File: config.mk
export PLATFORM = sky130hd
export DESIGN_NAME = if_stage
export DESIGN_NICKNAME = d
export VERILOG_FILES = /design/src/logic/if_pkg.sv /design/src/logic/pc_select.sv /design/src/logic/fetch_unit.sv /design/src/logic/if_ctrl.sv /design/src/logic/if_id_regs.sv /design/src/logic/if_stage.sv
export SDC_FILE = /design/constraint.sdc
export NUM_CORES = 1
export LEC_CHECK = 0
export BUFFER_PORTS_ARGS = -buffer_cell sky130_fd_sc_hd__buf_2
export CAP_MARGIN = 30
export CORE_MARGIN = 2
export CORE_UTILIZATION = 40
export DETAILED_ROUTE_END_ITERATION = 16
export PLACE_DENSITY_LB_ADDON = 0.05
export SLEW_MARGIN = 20
export SYNTH_ARGS = -nofsm -noshare
export SYNTH_HDL_FRONTEND = slang
export SYNTH_SLANG_ARGS = --single-unit
File: constraint.sdc
create_clock -name clk -period 6.7 [get_ports clk]
set_input_delay 1.005 -clock clk [delete_from_list [all_inputs] [get_ports clk]]
set_output_delay 1.005 -clock clk [all_outputs]
set_load 0.02 [all_outputs]
File: src/logic/if_pkg.sv
// ----------------------------
// instruction fetch stage package
// widths, fixed addresses, selector encodings and port structs
// ----------------------------

package if_pkg;

  // ----------------------------
  // widths
  // ----------------------------
  typedef logic [31:0] addr_t;       // byte address or pc
  typedef logic [31:0] instr_t;      // one instruction word
  typedef logic [23:0] trap_base_t;  // upper bits of a trap vector base
  typedef logic [4:0]  irq_id_t;     // vectored interrupt line

  localparam addr_t INSTR_BYTES  = 32'd4;         // sequential pc step
  localparam addr_t DM_HALT_ADDR = 32'h1A11_0800; // debug module halt entry

  // ----------------------------
  // selectors
  // ----------------------------
  typedef enum logic [2:0] {
    PC_BOOT      = 3'd0,
    PC_FENCEI    = 3'd1,
    PC_JUMP      = 3'd2,
    PC_BRANCH    = 3'd3,
    PC_EXCEPTION = 3'd4,
    PC_MRET      = 3'd5,
    PC_URET      = 3'd6,
    PC_DRET      = 3'd7
  } pc_sel_e;

  typedef enum logic [2:0] {
    EXC_PC_EXCEPTION = 3'd0,
    EXC_PC_IRQ       = 3'd1,
    EXC_PC_DBD       = 3'd2
  } exc_pc_sel_e;

  typedef enum logic [0:0] {
    TRAP_MACHINE = 1'b0,
    TRAP_USER    = 1'b1
  } trap_sel_e;

  typedef enum logic [0:0] {
    IF_IDLE,  // nothing requested yet
    IF_WAIT   // serving the fetch stream
  } if_state_e;

  // ----------------------------
  // port structs
  // ----------------------------
  typedef struct packed {
    trap_base_t m_base;  // machine mode trap base
    trap_base_t u_base;  // user mode trap base
    trap_sel_e  sel;     // which base is live
  } trap_cfg_t;

  typedef struct packed {
    addr_t mepc;
    addr_t uepc;
    addr_t depc;
  } ret_addr_t;

  typedef struct packed {
    instr_t instr;
    addr_t  pc;
  } if_id_t;

endpackage

File: src/logic/pc_select.sv
// ----------------------------
// next pc selection
// builds the trap vector and picks the redirect target
// ----------------------------

`timescale 1ns/1ps

module pc_select import if_pkg::*; (
  input  addr_t       boot_addr_i,
  input  addr_t       jump_target_id_i,  // jal / jalr resolved in id
  input  addr_t       jump_target_ex_i,  // taken branch resolved in ex
  input  ret_addr_t   ret_addr_i,
  input  trap_cfg_t   trap_cfg_i,
  input  pc_sel_e     pc_mux_i,
  input  exc_pc_sel_e exc_pc_mux_i,
  input  irq_id_t     exc_vec_i,
  input  addr_t       pc_id_i,           // pc of the word sitting in id
  output addr_t       fetch_addr_n_o
);

  trap_base_t trap_base;
  addr_t      exc_pc;

  // machine or user trap base
  assign trap_base = (trap_cfg_i.sel == TRAP_USER) ? trap_cfg_i.u_base : trap_cfg_i.m_base;

  // ----------------------------
  // trap vector
  // ----------------------------
  always_comb begin
    exc_pc = {trap_base, 8'h00};  // all exceptions land on the base
    unique case (exc_pc_mux_i)
      EXC_PC_EXCEPTION: exc_pc = {trap_base, 8'h00};
      EXC_PC_IRQ:       exc_pc = {trap_base, 1'b0, exc_vec_i, 2'b00}; // one slot per line
      EXC_PC_DBD:       exc_pc = DM_HALT_ADDR;
      default:          exc_pc = {trap_base, 8'h00};
    endcase
  end

  // ----------------------------
  // redirect target
  // ----------------------------
  always_comb begin
    fetch_addr_n_o = boot_addr_i;
    unique case (pc_mux_i)
      PC_BOOT:      fetch_addr_n_o = boot_addr_i;
      PC_FENCEI:    fetch_addr_n_o = pc_id_i + INSTR_BYTES; // refetch after the fence
      PC_JUMP:      fetch_addr_n_o = jump_target_id_i;
      PC_BRANCH:    fetch_addr_n_o = jump_target_ex_i;
      PC_EXCEPTION: fetch_addr_n_o = exc_pc;
      PC_MRET:      fetch_addr_n_o = ret_addr_i.mepc;
      PC_URET:      fetch_addr_n_o = ret_addr_i.uepc;
      PC_DRET:      fetch_addr_n_o = ret_addr_i.depc;
      default:      fetch_addr_n_o = boot_addr_i;
    endcase
  end

  // an unknown selector would send the core to a random target
  always_comb begin
    assert final (!$isunknown(pc_mux_i))
      else $error("pc_mux_i is unknown");
  end

endmodule

File: src/logic/fetch_unit.sv
// ----------------------------
// single word fetch unit
// one outstanding memory request, one held word with its pc,
// redirect discard and pmp stop
// ----------------------------

`timescale 1ns/1ps

module fetch_unit import if_pkg::*; (
  input  logic   clk,
  input  logic   rst_n,
  input  logic   branch_req_i,     // redirect to fetch_addr_n_i
  input  addr_t  fetch_addr_n_i,
  input  logic   fetch_ready_i,    // held word consumed
  output logic   instr_req_o,
  output addr_t  instr_addr_o,
  input  logic   instr_gnt_i,
  input  logic   instr_rvalid_i,
  input  instr_t instr_rdata_i,
  input  logic   instr_err_pmp_i,  // comes in place of a grant
  output logic   fetch_valid_o,
  output if_id_t fetch_o,
  output logic   fetch_failed_o,
  output logic   busy_o
);

  logic   req_q;        // request on the bus
  addr_t  addr_q;       // its address
  logic   owed_q;       // granted, rvalid still to come
  logic   drop_q;       // outstanding transaction belongs to an old stream
  logic   pend_q;       // redirect waiting for the bus
  addr_t  pend_addr_q;
  logic   hold_q;       // word_q is valid
  if_id_t word_q;
  logic   fail_q;       // pmp stop

  logic   granted;
  logic   req_keep;
  logic   owed_n;
  logic   bus_free;
  logic   redirect;
  addr_t  redir_addr;
  logic   launch;
  addr_t  launch_addr;
  logic   accept;

  // ----------------------------
  // bus bookkeeping
  // ----------------------------
  assign granted  = req_q & instr_gnt_i & ~instr_err_pmp_i;
  assign req_keep = req_q & ~instr_gnt_i & ~instr_err_pmp_i;  // still waiting for grant
  assign owed_n   = granted | (owed_q & ~instr_rvalid_i);
  assign bus_free = ~req_keep & ~owed_n;                      // nothing in flight after this edge

  // new request either from a redirect or the sequential step
  assign redirect    = branch_req_i | pend_q;
  assign redir_addr  = branch_req_i ? {fetch_addr_n_i[31:1], 1'b0} : pend_addr_q;
  assign launch      = bus_free & (redirect | (hold_q & fetch_ready_i));
  assign launch_addr = redirect ? redir_addr : word_q.pc + INSTR_BYTES;

  // keep the response unless it belongs to an old stream
  assign accept = owed_q & instr_rvalid_i & ~drop_q & ~branch_req_i;

  always_ff @(posedge clk or negedge rst_n) begin
    if (!rst_n) begin
      req_q  <= 1'b0;
      addr_q <= '0;
      owed_q <= 1'b0;
      drop_q <= 1'b0;
      pend_q <= 1'b0;
      hold_q <= 1'b0;
      fail_q <= 1'b0;
    end else begin
      req_q  <= launch | req_keep;
      if (launch) addr_q <= launch_addr;
      owed_q <= owed_n;
      drop_q <= (branch_req_i | drop_q) & ~bus_free;  // lives until its transaction ends
      pend_q <= redirect & ~launch;
      hold_q <= accept | (hold_q & ~fetch_ready_i & ~branch_req_i);
      fail_q <= ~branch_req_i & (fail_q | (req_q & instr_err_pmp_i & ~drop_q));
    end
  end

  // payload qualified by pend_q / hold_q
  always_ff @(posedge clk) begin
    if (branch_req_i) pend_addr_q <= redir_addr;
    if (accept) begin
      word_q.instr <= instr_rdata_i;
      word_q.pc    <= addr_q;  // no new launch while a kept response is due
    end
  end

  assign instr_req_o    = req_q;
  assign instr_addr_o   = addr_q;
  assign fetch_valid_o  = hold_q;
  assign fetch_o        = word_q;
  assign fetch_failed_o = fail_q;
  assign busy_o         = req_q | owed_q;

  // ----------------------------
  // bus protocol checks
  // ----------------------------
  assert property (@(posedge clk) disable iff (!rst_n) instr_gnt_i |-> instr_req_o)
    else $error("grant without a request");

  // request and address hold until granted or refused by pmp
  assert property (@(posedge clk) disable iff (!rst_n)
    instr_req_o && !instr_gnt_i && !instr_err_pmp_i |=> instr_req_o && $stable(instr_addr_o))
    else $error("request dropped or address changed before grant");

endmodule

File: src/logic/if_ctrl.sv
// ----------------------------
// fetch control
// idle / wait machine deciding branch, ready and if valid
// ----------------------------

`timescale 1ns/1ps

module if_ctrl import if_pkg::*; (
  input  logic clk,
  input  logic rst_n,
  input  logic req_i,
  input  logic pc_set_i,
  input  logic fetch_valid_i,
  input  logic halt_if_i,
  input  logic id_ready_i,
  output logic branch_req_o,
  output logic fetch_ready_o,
  output logic if_valid_o,
  output logic perf_imiss_o
);

  if_state_e state_q;
  if_state_e state_d;
  logic      valid;  // a word could go to id this cycle

  always_ff @(posedge clk or negedge rst_n) begin
    if (!rst_n) state_q <= IF_IDLE;
    else        state_q <= state_d;
  end

  always_comb begin
    state_d      = state_q;
    branch_req_o = 1'b0;
    valid        = 1'b0;
    unique case (state_q)
      IF_IDLE: begin
        if (req_i) begin  // first fetch starts from fetch_addr_n
          branch_req_o = 1'b1;
          state_d      = IF_WAIT;
        end
      end
      IF_WAIT: begin
        valid = fetch_valid_i;
      end
      default: state_d = IF_IDLE;
    endcase
    // redirect wins over everything
    if (pc_set_i) begin
      valid        = 1'b0;
      branch_req_o = 1'b1;
      state_d      = IF_WAIT;
    end
  end

  assign if_valid_o    = valid & id_ready_i & ~halt_if_i;
  assign fetch_ready_o = if_valid_o & req_i;  // release the held word
  assign perf_imiss_o  = ~fetch_valid_i | branch_req_o;

  // a redirect cycle never hands a word to id
  assert property (@(posedge clk) disable iff (!rst_n) pc_set_i |-> !if_valid_o)
    else $error("if_valid with pc_set");

endmodule

File: src/logic/if_id_regs.sv
// ----------------------------
// if/id pipeline register
// frozen while id stalls, tracks fetch failure on clear
// ----------------------------

`timescale 1ns/1ps

module if_id_regs import if_pkg::*; (
  input  logic   clk,
  input  logic   rst_n,
  input  logic   if_valid_i,           // word moves into id
  input  logic   clear_instr_valid_i,
  input  if_id_t fetch_i,
  input  logic   fetch_failed_i,
  output logic   instr_valid_id_o,
  output if_id_t if_id_o,
  output logic   is_fetch_failed_o
);

  // ----------------------------
  // control
  // ----------------------------
  always_ff @(posedge clk or negedge rst_n) begin
    if (!rst_n) begin
      instr_valid_id_o  <= 1'b0;
      is_fetch_failed_o <= 1'b0;
    end else if (if_valid_i) begin
      instr_valid_id_o  <= 1'b1;
      is_fetch_failed_o <= 1'b0;
    end else if (clear_instr_valid_i) begin
      instr_valid_id_o  <= 1'b0;
      is_fetch_failed_o <= fetch_failed_i;  // id sees the pmp stop as a bubble
    end
  end

  // payload
  always_ff @(posedge clk) begin
    if (if_valid_i) if_id_o <= fetch_i;
  end

  // a failed fetch is only flagged while the slot is empty
  assert property (@(posedge clk) disable iff (!rst_n)
    !(is_fetch_failed_o && instr_valid_id_o))
    else $error("fetch failure flagged with a valid instruction");

endmodule

File: src/logic/if_stage.sv
// ----------------------------
// instruction fetch stage top
// pc select, fetch unit, control and if/id register
// ----------------------------

`timescale 1ns/1ps

module if_stage import if_pkg::*; (
  input  logic        clk,
  input  logic        rst_n,
  input  trap_cfg_t   trap_cfg_i,
  input  addr_t       boot_addr_i,
  input  logic        req_i,
  // ----------------------------
  // instruction memory
  output logic        instr_req_o,
  output addr_t       instr_addr_o,
  input  logic        instr_gnt_i,
  input  logic        instr_rvalid_i,
  input  instr_t      instr_rdata_i,
  input  logic        instr_err_pmp_i,
  // ----------------------------
  // controller / id
  input  logic        pc_set_i,
  input  pc_sel_e     pc_mux_i,
  input  exc_pc_sel_e exc_pc_mux_i,
  input  irq_id_t     exc_vec_i,
  input  ret_addr_t   ret_addr_i,
  input  addr_t       jump_target_id_i,
  input  addr_t       jump_target_ex_i,
  input  logic        halt_if_i,
  input  logic        id_ready_i,
  input  logic        clear_instr_valid_i,
  output logic        instr_valid_id_o,
  output if_id_t      if_id_o,
  output addr_t       pc_if_o,
  output logic        is_fetch_failed_o,
  output logic        if_busy_o,
  output logic        perf_imiss_o
);

  addr_t  fetch_addr_n;
  logic   branch_req;
  logic   fetch_ready;
  logic   fetch_valid;
  logic   fetch_failed;
  if_id_t fetch;
  logic   if_valid;

  pc_select i_pc_select (
    .boot_addr_i      (boot_addr_i),
    .jump_target_id_i (jump_target_id_i),
    .jump_target_ex_i (jump_target_ex_i),
    .ret_addr_i       (ret_addr_i),
    .trap_cfg_i       (trap_cfg_i),
    .pc_mux_i         (pc_mux_i),
    .exc_pc_mux_i     (exc_pc_mux_i),
    .exc_vec_i        (exc_vec_i),
    .pc_id_i          (if_id_o.pc),  // fence.i restarts after the id word
    .fetch_addr_n_o   (fetch_addr_n)
  );

  fetch_unit i_fetch_unit (
    .clk             (clk),
    .rst_n           (rst_n),
    .branch_req_i    (branch_req),
    .fetch_addr_n_i  (fetch_addr_n),
    .fetch_ready_i   (fetch_ready),
    .instr_req_o     (instr_req_o),
    .instr_addr_o    (instr_addr_o),
    .instr_gnt_i     (instr_gnt_i),
    .instr_rvalid_i  (instr_rvalid_i),
    .instr_rdata_i   (instr_rdata_i),
    .instr_err_pmp_i (instr_err_pmp_i),
    .fetch_valid_o   (fetch_valid),
    .fetch_o         (fetch),
    .fetch_failed_o  (fetch_failed),
    .busy_o          (if_busy_o)
  );

  if_ctrl i_if_ctrl (
    .clk           (clk),
    .rst_n         (rst_n),
    .req_i         (req_i),
    .pc_set_i      (pc_set_i),
    .fetch_valid_i (fetch_valid),
    .halt_if_i     (halt_if_i),
    .id_ready_i    (id_ready_i),
    .branch_req_o  (branch_req),
    .fetch_ready_o (fetch_ready),
    .if_valid_o    (if_valid),
    .perf_imiss_o  (perf_imiss_o)
  );

  if_id_regs i_if_id_regs (
    .clk                 (clk),
    .rst_n               (rst_n),
    .if_valid_i          (if_valid),
    .clear_instr_valid_i (clear_instr_valid_i),
    .fetch_i             (fetch),
    .fetch_failed_i      (fetch_failed),
    .instr_valid_id_o    (instr_valid_id_o),
    .if_id_o             (if_id_o),
    .is_fetch_failed_o   (is_fetch_failed_o)
  );

  assign pc_if_o = fetch.pc;  // address of the held word

endmodule

==> Yosys cells after proc, flatten, opt, wreduce, memory -nomap -nowiden <==
Index checks and enable logic that the tools add are counted.
{ "totals": {"ff_bits": 201, "out_inout_bits": 133, "input_bits": 294, "elab_cells": 86} }
{ "classes": {"muxes": 16, "n_reduce_logical": 2, "bitwise": 42, "n_eq_ne": 9, "addsub": 2} }
{ "op_table": {"columns": ["cell", "n"], "rows": [
  ["$pmux 32 s8", 1],
  ["$add 32x3->32 const B", 2],
  ["$mux 32", 2],
  ["$pmux 32 s2", 1],
  ["$mux 24", 1],
  ["$and 1x1->1", 21],
  ["$eq 3x3->1 const B", 4],
  ["$not 1->1", 12],
  ["$mux 1", 11],
  ["$eq 3x2->1 const B", 3],
  ["$or 1x1->1", 9],
  ["$eq 3x1->1 const B", 2],
  ["$logic_not 3->1", 1],
  ["$reduce_bool 2->1", 1]
]} }

==> Depth between registers and ports, before layout <==
Gate-level depths: netlist (run 1).
{ "depth": {"ltp_word": 10, "mapped_depth": 10} }

==> Hierarchy <==
Synthesis (run 1) repeated with hierarchy kept, for this count alone.
{ "unflattened": {"cells_unflattened": 909, "hier_area_um2": 10463.8} }
{ "modules_own_cells": {"columns": ["mod", "area_each_um2", "cells_each", "instances", "seq_area_each_um2"], "rows": [
  ["fetch_unit", 5479.0, 381, 1, 3833.7],
  ["pc_select", 2912.8, 449, 1, 0.0],
  ["if_id_regs", 1996.9, 70, 1, 1971.9],
  ["if_ctrl", 75.1, 9, 1, 25.0]
]} }

==> Least setup slack after synthesis (run 1) <==
Ideal clock, no wire load.
{ "synth_path": {"path_kind": "input port to flip-flop", "start": "in pc_set_i", "end": "reg i_fetch_unit.addr_q[15] (netlist: i_fetch_unit.instr_addr_o[15])", "path_buffers": 0, "slack_ps": 3007, "path_stages": 6, "setup_ps": 67, "t_arrival_ps": 3626, "path_cell_list": "nor3b_1 -> and3_1 -> nand3_1 -> a21oi_1 -> o221ai_1 -> nand2_1"} }
{ "synth_between": {"elab_chain_len": 7, "elab_cells_between_ends": 11, "classes_between": "mux: 4; bitwise: 7"} }
{ "synth_lines": {"columns": ["item", "line", "text"], "rows": [
  ["start, declared", "if_stage.sv:24", "input logic pc_set_i,"],
  ["$mux 1", "if_ctrl.sv:48", "if (pc_set_i) begin"],
  ["$and 1x1->1 (2 in a row)", "if_ctrl.sv:55", "assign if_valid_o = valid & id_ready_i & ~halt_if_i;"],
  ["named net i_if_ctrl.if_valid_o", "if_ctrl.sv:18", "output logic if_valid_o,"],
  ["$and 1x1->1", "if_ctrl.sv:56", "assign fetch_ready_o = if_valid_o & req_i;"],
  ["$and 1x1->1", "fetch_unit.sv:58", "assign launch = bus_free & (redirect | (hold_q & fetch_ready_i));"],
  ["$or 1x1->1", "fetch_unit.sv:58", null],
  ["$and 1x1->1", "fetch_unit.sv:58", null],
  ["end signal, assigned", "fetch_unit.sv:75", "if (launch) addr_q <= launch_addr;"],
  ["end, declared", "fetch_unit.sv:28", "addr_t addr_q;"]
]} }
The timed path passes the listed nets, and every way through them passes these cells.
A chain may end at the register's enable or synchronous reset.

==> Worst setup path in the final report (run 1) <==
{ "layout_path": {"start": "in pc_mux_i[2]", "end": "reg i_fetch_unit.addr_q[18] (netlist: i_fetch_unit.instr_addr_o[18])"} }
{ "layout_between": {"elab_chain_len": 4, "elab_cells_between_ends": 11, "classes_between": "eq/ne: 7; mux: 3; reduce/logical: 1"} }
{ "layout_lines": {"columns": ["item", "line", "text"], "rows": [
  ["start, declared", "if_stage.sv:25", "input pc_sel_e pc_mux_i,"],
  ["$eq 3x3->1, or another cell as far along", "pc_select.sv:45", "unique case (pc_mux_i)"],
  ["$pmux 32 s8 (*)", "pc_select.sv:45", null],
  ["$mux 32 (*)", "fetch_unit.sv:57", "assign redir_addr = branch_req_i ? {fetch_addr_n_i[31:1], 1'b0} : pend_addr_q;"],
  ["$mux 32 (*)", "fetch_unit.sv:59", "assign launch_addr = redirect ? redir_addr : word_q.pc + INSTR_BYTES;"]
]} }
Every way passes the cells marked *; elsewhere a longest branch is shown, timed or not.

==> out/metrics.yaml, run 1 <==
coreArea_um2: 26900
finalSetupViolCount: 0
multi_input_area_um2: 4590
fin_skew_ns: 0.0264
avgRoutedWirePerCell_um: 25.0
hpwl_um: 33900
synth_area_leader_cell: "edfxtp_1"
grt_usage: 0.293
drv_cap: 0
power_density_nw_per_um2: 245
power.leakage_nw: 5.77
ir_drop_uv: 202
numCtsBuffers: 23
worstSetupStartpointType: "input pin"
p_clk_frac: 0.352
die_area_um2: 28700
wl_um: 43400
grt_pass1_wl_um: 62300
avgSynthCellArea_um2: 11.0
hold_buffers: 0
cts_root_buf: "clkbuf_16"
via_count: 9840
ios: 427
cp_max_fo: 33
drtAntennaViolNets: 0
synthArstFlopShare: 0.204
syn-cell-area_um2: 10900
ys_top_cells_by_count: "edfxtp_1 (160), nand2_1 (72), nor2_1 (66)"
vias_per_cell: 5.68
period_needed_ns: 3.64
timing_hold_violations_final: 0
synthTopCellsByArea: "edfxtp_1 (44%), dfrtp_1 (9.4%), mux2i_1 (4.2%)"
portBuffers: 420
min-delay-path-class: "reg -> reg"
p_seq_frac: 0.452
drtIter0Drc: 887
combPwrFrac: 0.196
synth.ff_latch_count: 201
antenna_found_initial: 6
yosysWarnings: 0
clock_latency_ns: 0.53
finalCritPeriodShare: 0.543
cts_resized: 0
p_int_w: 0.00242
yosysMostFrequentCell: "edfxtp_1"
synth_top_area_frac: 0.439
grt_pass1_vias: 9491
synth_edf_count: 160
tns_ns: 0
cts.sinks: 201
rrSetupSlack_ns: 3.45
start_util: 0.407
status: "finished, final reports clean"
syn-num-nets: 1288
n_fill_cell: 2552
cp.required_ns: 7.11
cts_tree: "done"
swShare: 0.291
syn_to_final_growth_pct: 27.4
place.gp.congestion: 0.963
netSwitchingPower_w: 0.000996
grt_max_degree: 66
drv_slew: 0
dr.pass1.iters: 5
tightest_slew_ns: 0.993
netlist_instances: 992
die_x_um: 169
rows: 60
die_h_um: 169
synth-seq-area-share: 0.533
layout-drive-gt1-share: 0.373
ys.flop_type: "edfxtp_1"
max_freq_ghz: 0.275
worstPathArrival_ns: 4.05
drcViolationCount: 0
crit_type: "in -> reg"
area.sequential_um2: 5830
fin_util: 0.518
grt-ovfl-total: 0
synth_cell_types: 77
h-tree-depth: 1
relSlewSlack: 0.335
end_kind: "register"
nNetsFinal: 1665
rsz0062_at_grt: "false"
clockBufferDepth: 3
clk_pin_slew_ns: 0.06
postCtsSetupBuffers: 0
## final timing paths
kind | start | endpoint | cells after the start
max | pc_mux_i[2] | i_fetch_unit.instr_addr_o[18] | 7
min | i_fetch_unit.fetch_o[50] | i_if_id_regs.if_id_o[50] | 0
max reg2reg | i_if_ctrl.state_q | i_fetch_unit.pend_addr_q[14] | 6
min reg2reg | i_fetch_unit.fetch_o[50] | i_if_id_regs.if_id_o[50] | 0
max in group asynchronous | rst_n | i_fetch_unit.instr_addr_o[29] | 2
min in group asynchronous | rst_n | i_fetch_unit.instr_addr_o[4] | 2
## flip-flops by register name (all words and copies together), names as in the netlist, 32 cells and up
register	count
i_if_id_regs.if_id_o	64
i_fetch_unit.pend_addr_q	32
i_fetch_unit.instr_addr_o	32
i_fetch_unit.fetch_o	64
## metal layers
| layer | vias up | track usage | wire [um] |
|---|---|---|---|
| li1 | 4545 | - | - |
| met1 | 4785 | 0.403 | 18800 |
| met2 | 440 | 0.482 | 20300 |
| met3 | 68 | 0.0455 | 3030 |
| met4 | 2 | 0.0870 | 1230 |
| met5 | - | 0 | 12 |
## worst max-delay path, stage by stage
cell and delay [ns]:
buf_2 0.58, or3b_1 0.58, nor2_1 0.77, a221oi_1 0.33, o22ai_1 0.41, nor3b_1 0.13
a311oi_1 0.23
## layout by cell type (no fill, tap or decap), types with 23 or more instances in the layout
master     count
a21o_1        25
a21oi_1       49
buf_2        421
clkbuf_16     23
dfrtp_1       41
edfxtp_1     160
mux2i_1       46
nand2_1       72
nand3_1       30
nor2_1        65
nor3_1        26
o21ai_0       52
xnor2_1       29
## metrics by stage
step / total power, W / area [um^2] / std cells / worst slack, ns / hold WS [ns]
finish: 0.00342 / 13900 / 1731 / 3.06 / 0.415
global route: 0.00355 / 13900 / 1731 / 2.99 / 0.422
CTS: 0.00344 / 13900 / 1725 / 3.14 / 0.417
detailed placement: 0.00224 / 13200 / 1683 / 2.66 / 0.405
global placement: 0.00222 / 13100 / 1678 / 2.65 / 0.400
floorplan: 0.00193 / 10900 / 992 / 3.01 / 0.400
## power groups by stage
stage	Clock (W)	Sequential (W)	Combinational, W
3_5_place_dp	0	0.00157	0.000665
4_1_cts	0.00123	0.00155	0.000669
3_3_place_gp	0	0.00157	0.000657
5_1_grt	0.00127	0.00156	0.000718
6_report	0.00120	0.00155	0.000670
2_1_floorplan	0	0.00163	0.000301
## final cells by class
| cell class | instances | area share |
|---|---|---|
| clock buffer | 27 | 0.0438 |
| inverter | 15 | 0.00404 |
| multi-input combinational | 686 | 0.329 |
| tap | 341 | 0.0306 |
| timing repair buffer | 442 | 0.165 |
| sequential | 201 | 0.419 |
| antenna | 4 | 0.000719 |
| clock inverter | 15 | 0.00808 |
## cell families (layout without fill, tap and decap cells)
family | count (synthesis) | in the layout | share of synthesized area
AO/OA/AOI/OAI | 273 | 273 | 0.171
XOR/XNOR | 46 | 46 | 0.0368
adder cells (fa/ha/maj) | 2 | 2 | 0.00229
buffers and inverters | 105 | 499 | 0.0495
flip-flops | 201 | 201 | 0.533
multiplexers | 65 | 65 | 0.0678
other | 0 | 4 | 0
AND/OR/NAND/NOR | 300 | 300 | 0.139
(Power assumes the default switching activity.)
==> run 2: changes to the inputs <==
==> constraint.sdc (replaced) <==
create_clock -name clk -period 3.3 [get_ports clk]
set_input_delay 0.495 -clock clk [delete_from_list [all_inputs] [get_ports clk]]
set_output_delay 0.495 -clock clk [all_outputs]
set_load 0.02 [all_outputs]
==> run 2 against run 1 <==
  * Critical path depth unchanged
  * Count of clock-buffer cells in the layout is 6 higher
  * Global-route usage grew 0.32 points
  * Cell area up 0.84%
  * First-iteration DRC count rose by 1.5%
  * Via count up 1.9%
  * Critical endpoint is now i_fetch_unit.instr_addr_o[20]
  * Largest power group unchanged
==> out/metrics.yaml, run 2 (synthesis results as in run 1) <==
r2r-end: "i_fetch_unit.instr_addr_o[20]"
relSlewSlack: 0.402  # +0.0677
start_util: 0.407  # unchanged
antenna_found_initial: 4  # -2
place.gp.congestion: 0.962  # about the same
drcViolationCount: 0  # unchanged
dpl_worst_slack_ns: 0.534  # -2.13 ns
cp.required_ns: 3.70  # -3.41 ns
period_needed_ns: 2.81
ios: 427  # unchanged
path_buf_inv: 0  # -1
min-delay-path-class: "in -> reg"
crit_type: "reg -> reg"
dr.pass1.iters: 5  # unchanged
die_x_um: 169  # unchanged
cp_max_fo: 8  # -76%
drtAntennaViolNets: 0  # unchanged
drv_cap: 0  # unchanged
nNetsFinal: 1684  # +1.1%
r2r_cells: 7  # +1
rsz0062_at_grt: "false"
die_h_um: 169  # unchanged
power.leakage_nw: 5.82  # +1.0%
slowest_delay_ns: 0.60  # -0.17 ns
numCtsBuffers: 22  # -4.3%
status: "finished, final reports clean"
worstPathArrival_ns: 3.21  # -0.84 ns
slowest_stage: "nor3_1"
worst-path-stages: 7  # unchanged
clock_latency_ns: 0.52  # about the same
cts_resized: 0  # unchanged
cts_root_buf: "clkbuf_16"
via_count: 10000  # +1.9%
mostFrequentLayoutCell: "buf_2"
postCtsSetupBuffers: 0  # unchanged
ir_drop_uv: 432  # +110%
cts_tree: "done"
die_area_um2: 28700  # unchanged
drv_slew: 0  # unchanged
grt_max_degree: 66  # unchanged
wl_um: 43700  # +0.78%
final_cell_mix: "buf_2 (421), edfxtp_1 (160), nand2_1 (72)"
fin_skew_ns: 0.0245  # -0.00184 ns
grt_usage: 0.297  # +0.00322
drtIter0Drc: 900  # +1.5%
rrSetupSlack_ns: 0.49  # -2.96 ns
finalCritPeriodShare: 0.852
r2r-start: "i_if_id_regs.if_id_o[2]"
coreArea_um2: 26900  # unchanged
max_freq_ghz: 0.356
tightest_slew_ns: 0.887  # -0.106 ns
end_kind: "register"
crit_path_start: "i_if_id_regs.if_id_o[2]"
vias_per_cell: 5.75  # +1.1%
hpwl_um: 34900  # +3.2%
clk_pin_slew_ns: 0.06  # about the same
tns_ns: 0  # unchanged
layout_setup_ws_ns: 0.489  # -2.57 ns
critPathTopFamily: "compound AO/OA/AOI/OAI gates"
setup.worst_path.end: "i_fetch_unit.instr_addr_o[20]"
grt_pass1_wl_um: 63000  # +1.0%
cts.sinks: 201  # unchanged
timing_hold_violations_final: 0  # unchanged
rows: 60  # unchanged
syn_to_final_growth_pct: 28.5
crit_chain: "ha_1 -> nand4_1 -> nor3_1 -> a31oi_1 -> o21ai_0 -> a21oi_1 -> o31a_1"
clockBufferDepth: 3  # unchanged
portBuffers: 420  # unchanged
h-tree-depth: 1  # unchanged
finalSetupViolCount: 0  # unchanged
total_power_w: 0.00680  # +99%
layout-drive-gt1-share: 0.377  # +0.00403
grt-ovfl-total: 0  # unchanged
grt_pass1_vias: 9630  # +1.5%
avgRoutedWirePerCell_um: 25.0  # about the same
worstSetupStartpointType: "register"
power_density_nw_per_um2: 484  # +97%
-- run 2: final cells by class --
class | instances | area [um^2]
diodes | 2 | 5.00
clock buffers | 33 | 612
clock inverters | 6 | 57.6
fillers | 2588 | 12800
inverters | 15 | 56.3
multi-input cells | 686 | 4580
flip-flops and latches | 201 | 5830
well taps | 341 | 427
repair buffers | 462 | 2470
-- run 2: repair_timing --
action,CTS,global route
endpoints found under the setup margin,0,0
hold endpoints to repair,13,0
hold buffers,1,0
-- run 2: metrics by stage --
step                      std cells  hold slack, ns  cell area (um^2)   util
final                          1746           0.146             14000  0.523
after global routing           1746           0.123             14000  0.523
after CTS                      1742           0.126             14000  0.521
after detailed placement       1702           0.405             13300  0.496
after global placement         1701           0.400             13300  0.495
after floorplan                 992           0.199             10900      -
-- run 2: worst min-delay path by stage --
stage / cells after the start / slack [ns] / start / endpoint
3_5_place_dp: 0 / 0.40 / i_fetch_unit.fetch_o[35] / i_if_id_regs.if_id_o[35]
6_report: 1 / 0.15 / instr_rdata_i[15] / i_fetch_unit.fetch_o[47]
4_1_cts: 1 / 0.13 / instr_rdata_i[15] / i_fetch_unit.fetch_o[47]
2_1_floorplan: 0 / 0.20 / rst_n / i_fetch_unit.drop_q
5_1_grt: 1 / 0.12 / instr_rdata_i[21] / i_fetch_unit.fetch_o[53]
3_3_place_gp: 0 / 0.40 / i_fetch_unit.fetch_o[35] / i_if_id_regs.if_id_o[35]
-- run 2: layer usage --
| metal | routed length (um) | GRT usage |
|---|---|---|
| met5 | 13 | 0 |
| met4 | 854 | 0.0557 |
| met3 | 2880 | 0.0403 |
| met2 | 20700 | 0.498 |
| met1 | 19300 | 0.415 |
-- run 2: report_power, final --
part | total (W) | internal, W | switching (W) | leakage (nW)
logic | 0.00138 | 0.000545 | 0.000831 | 3.55
clock network | 0.00228 | 0.00129 | 0.000988 | 0.315
registers | 0.00314 | 0.00298 | 0.000160 | 1.96
total | 0.00680 | 0.00482 | 0.00198 | 5.82
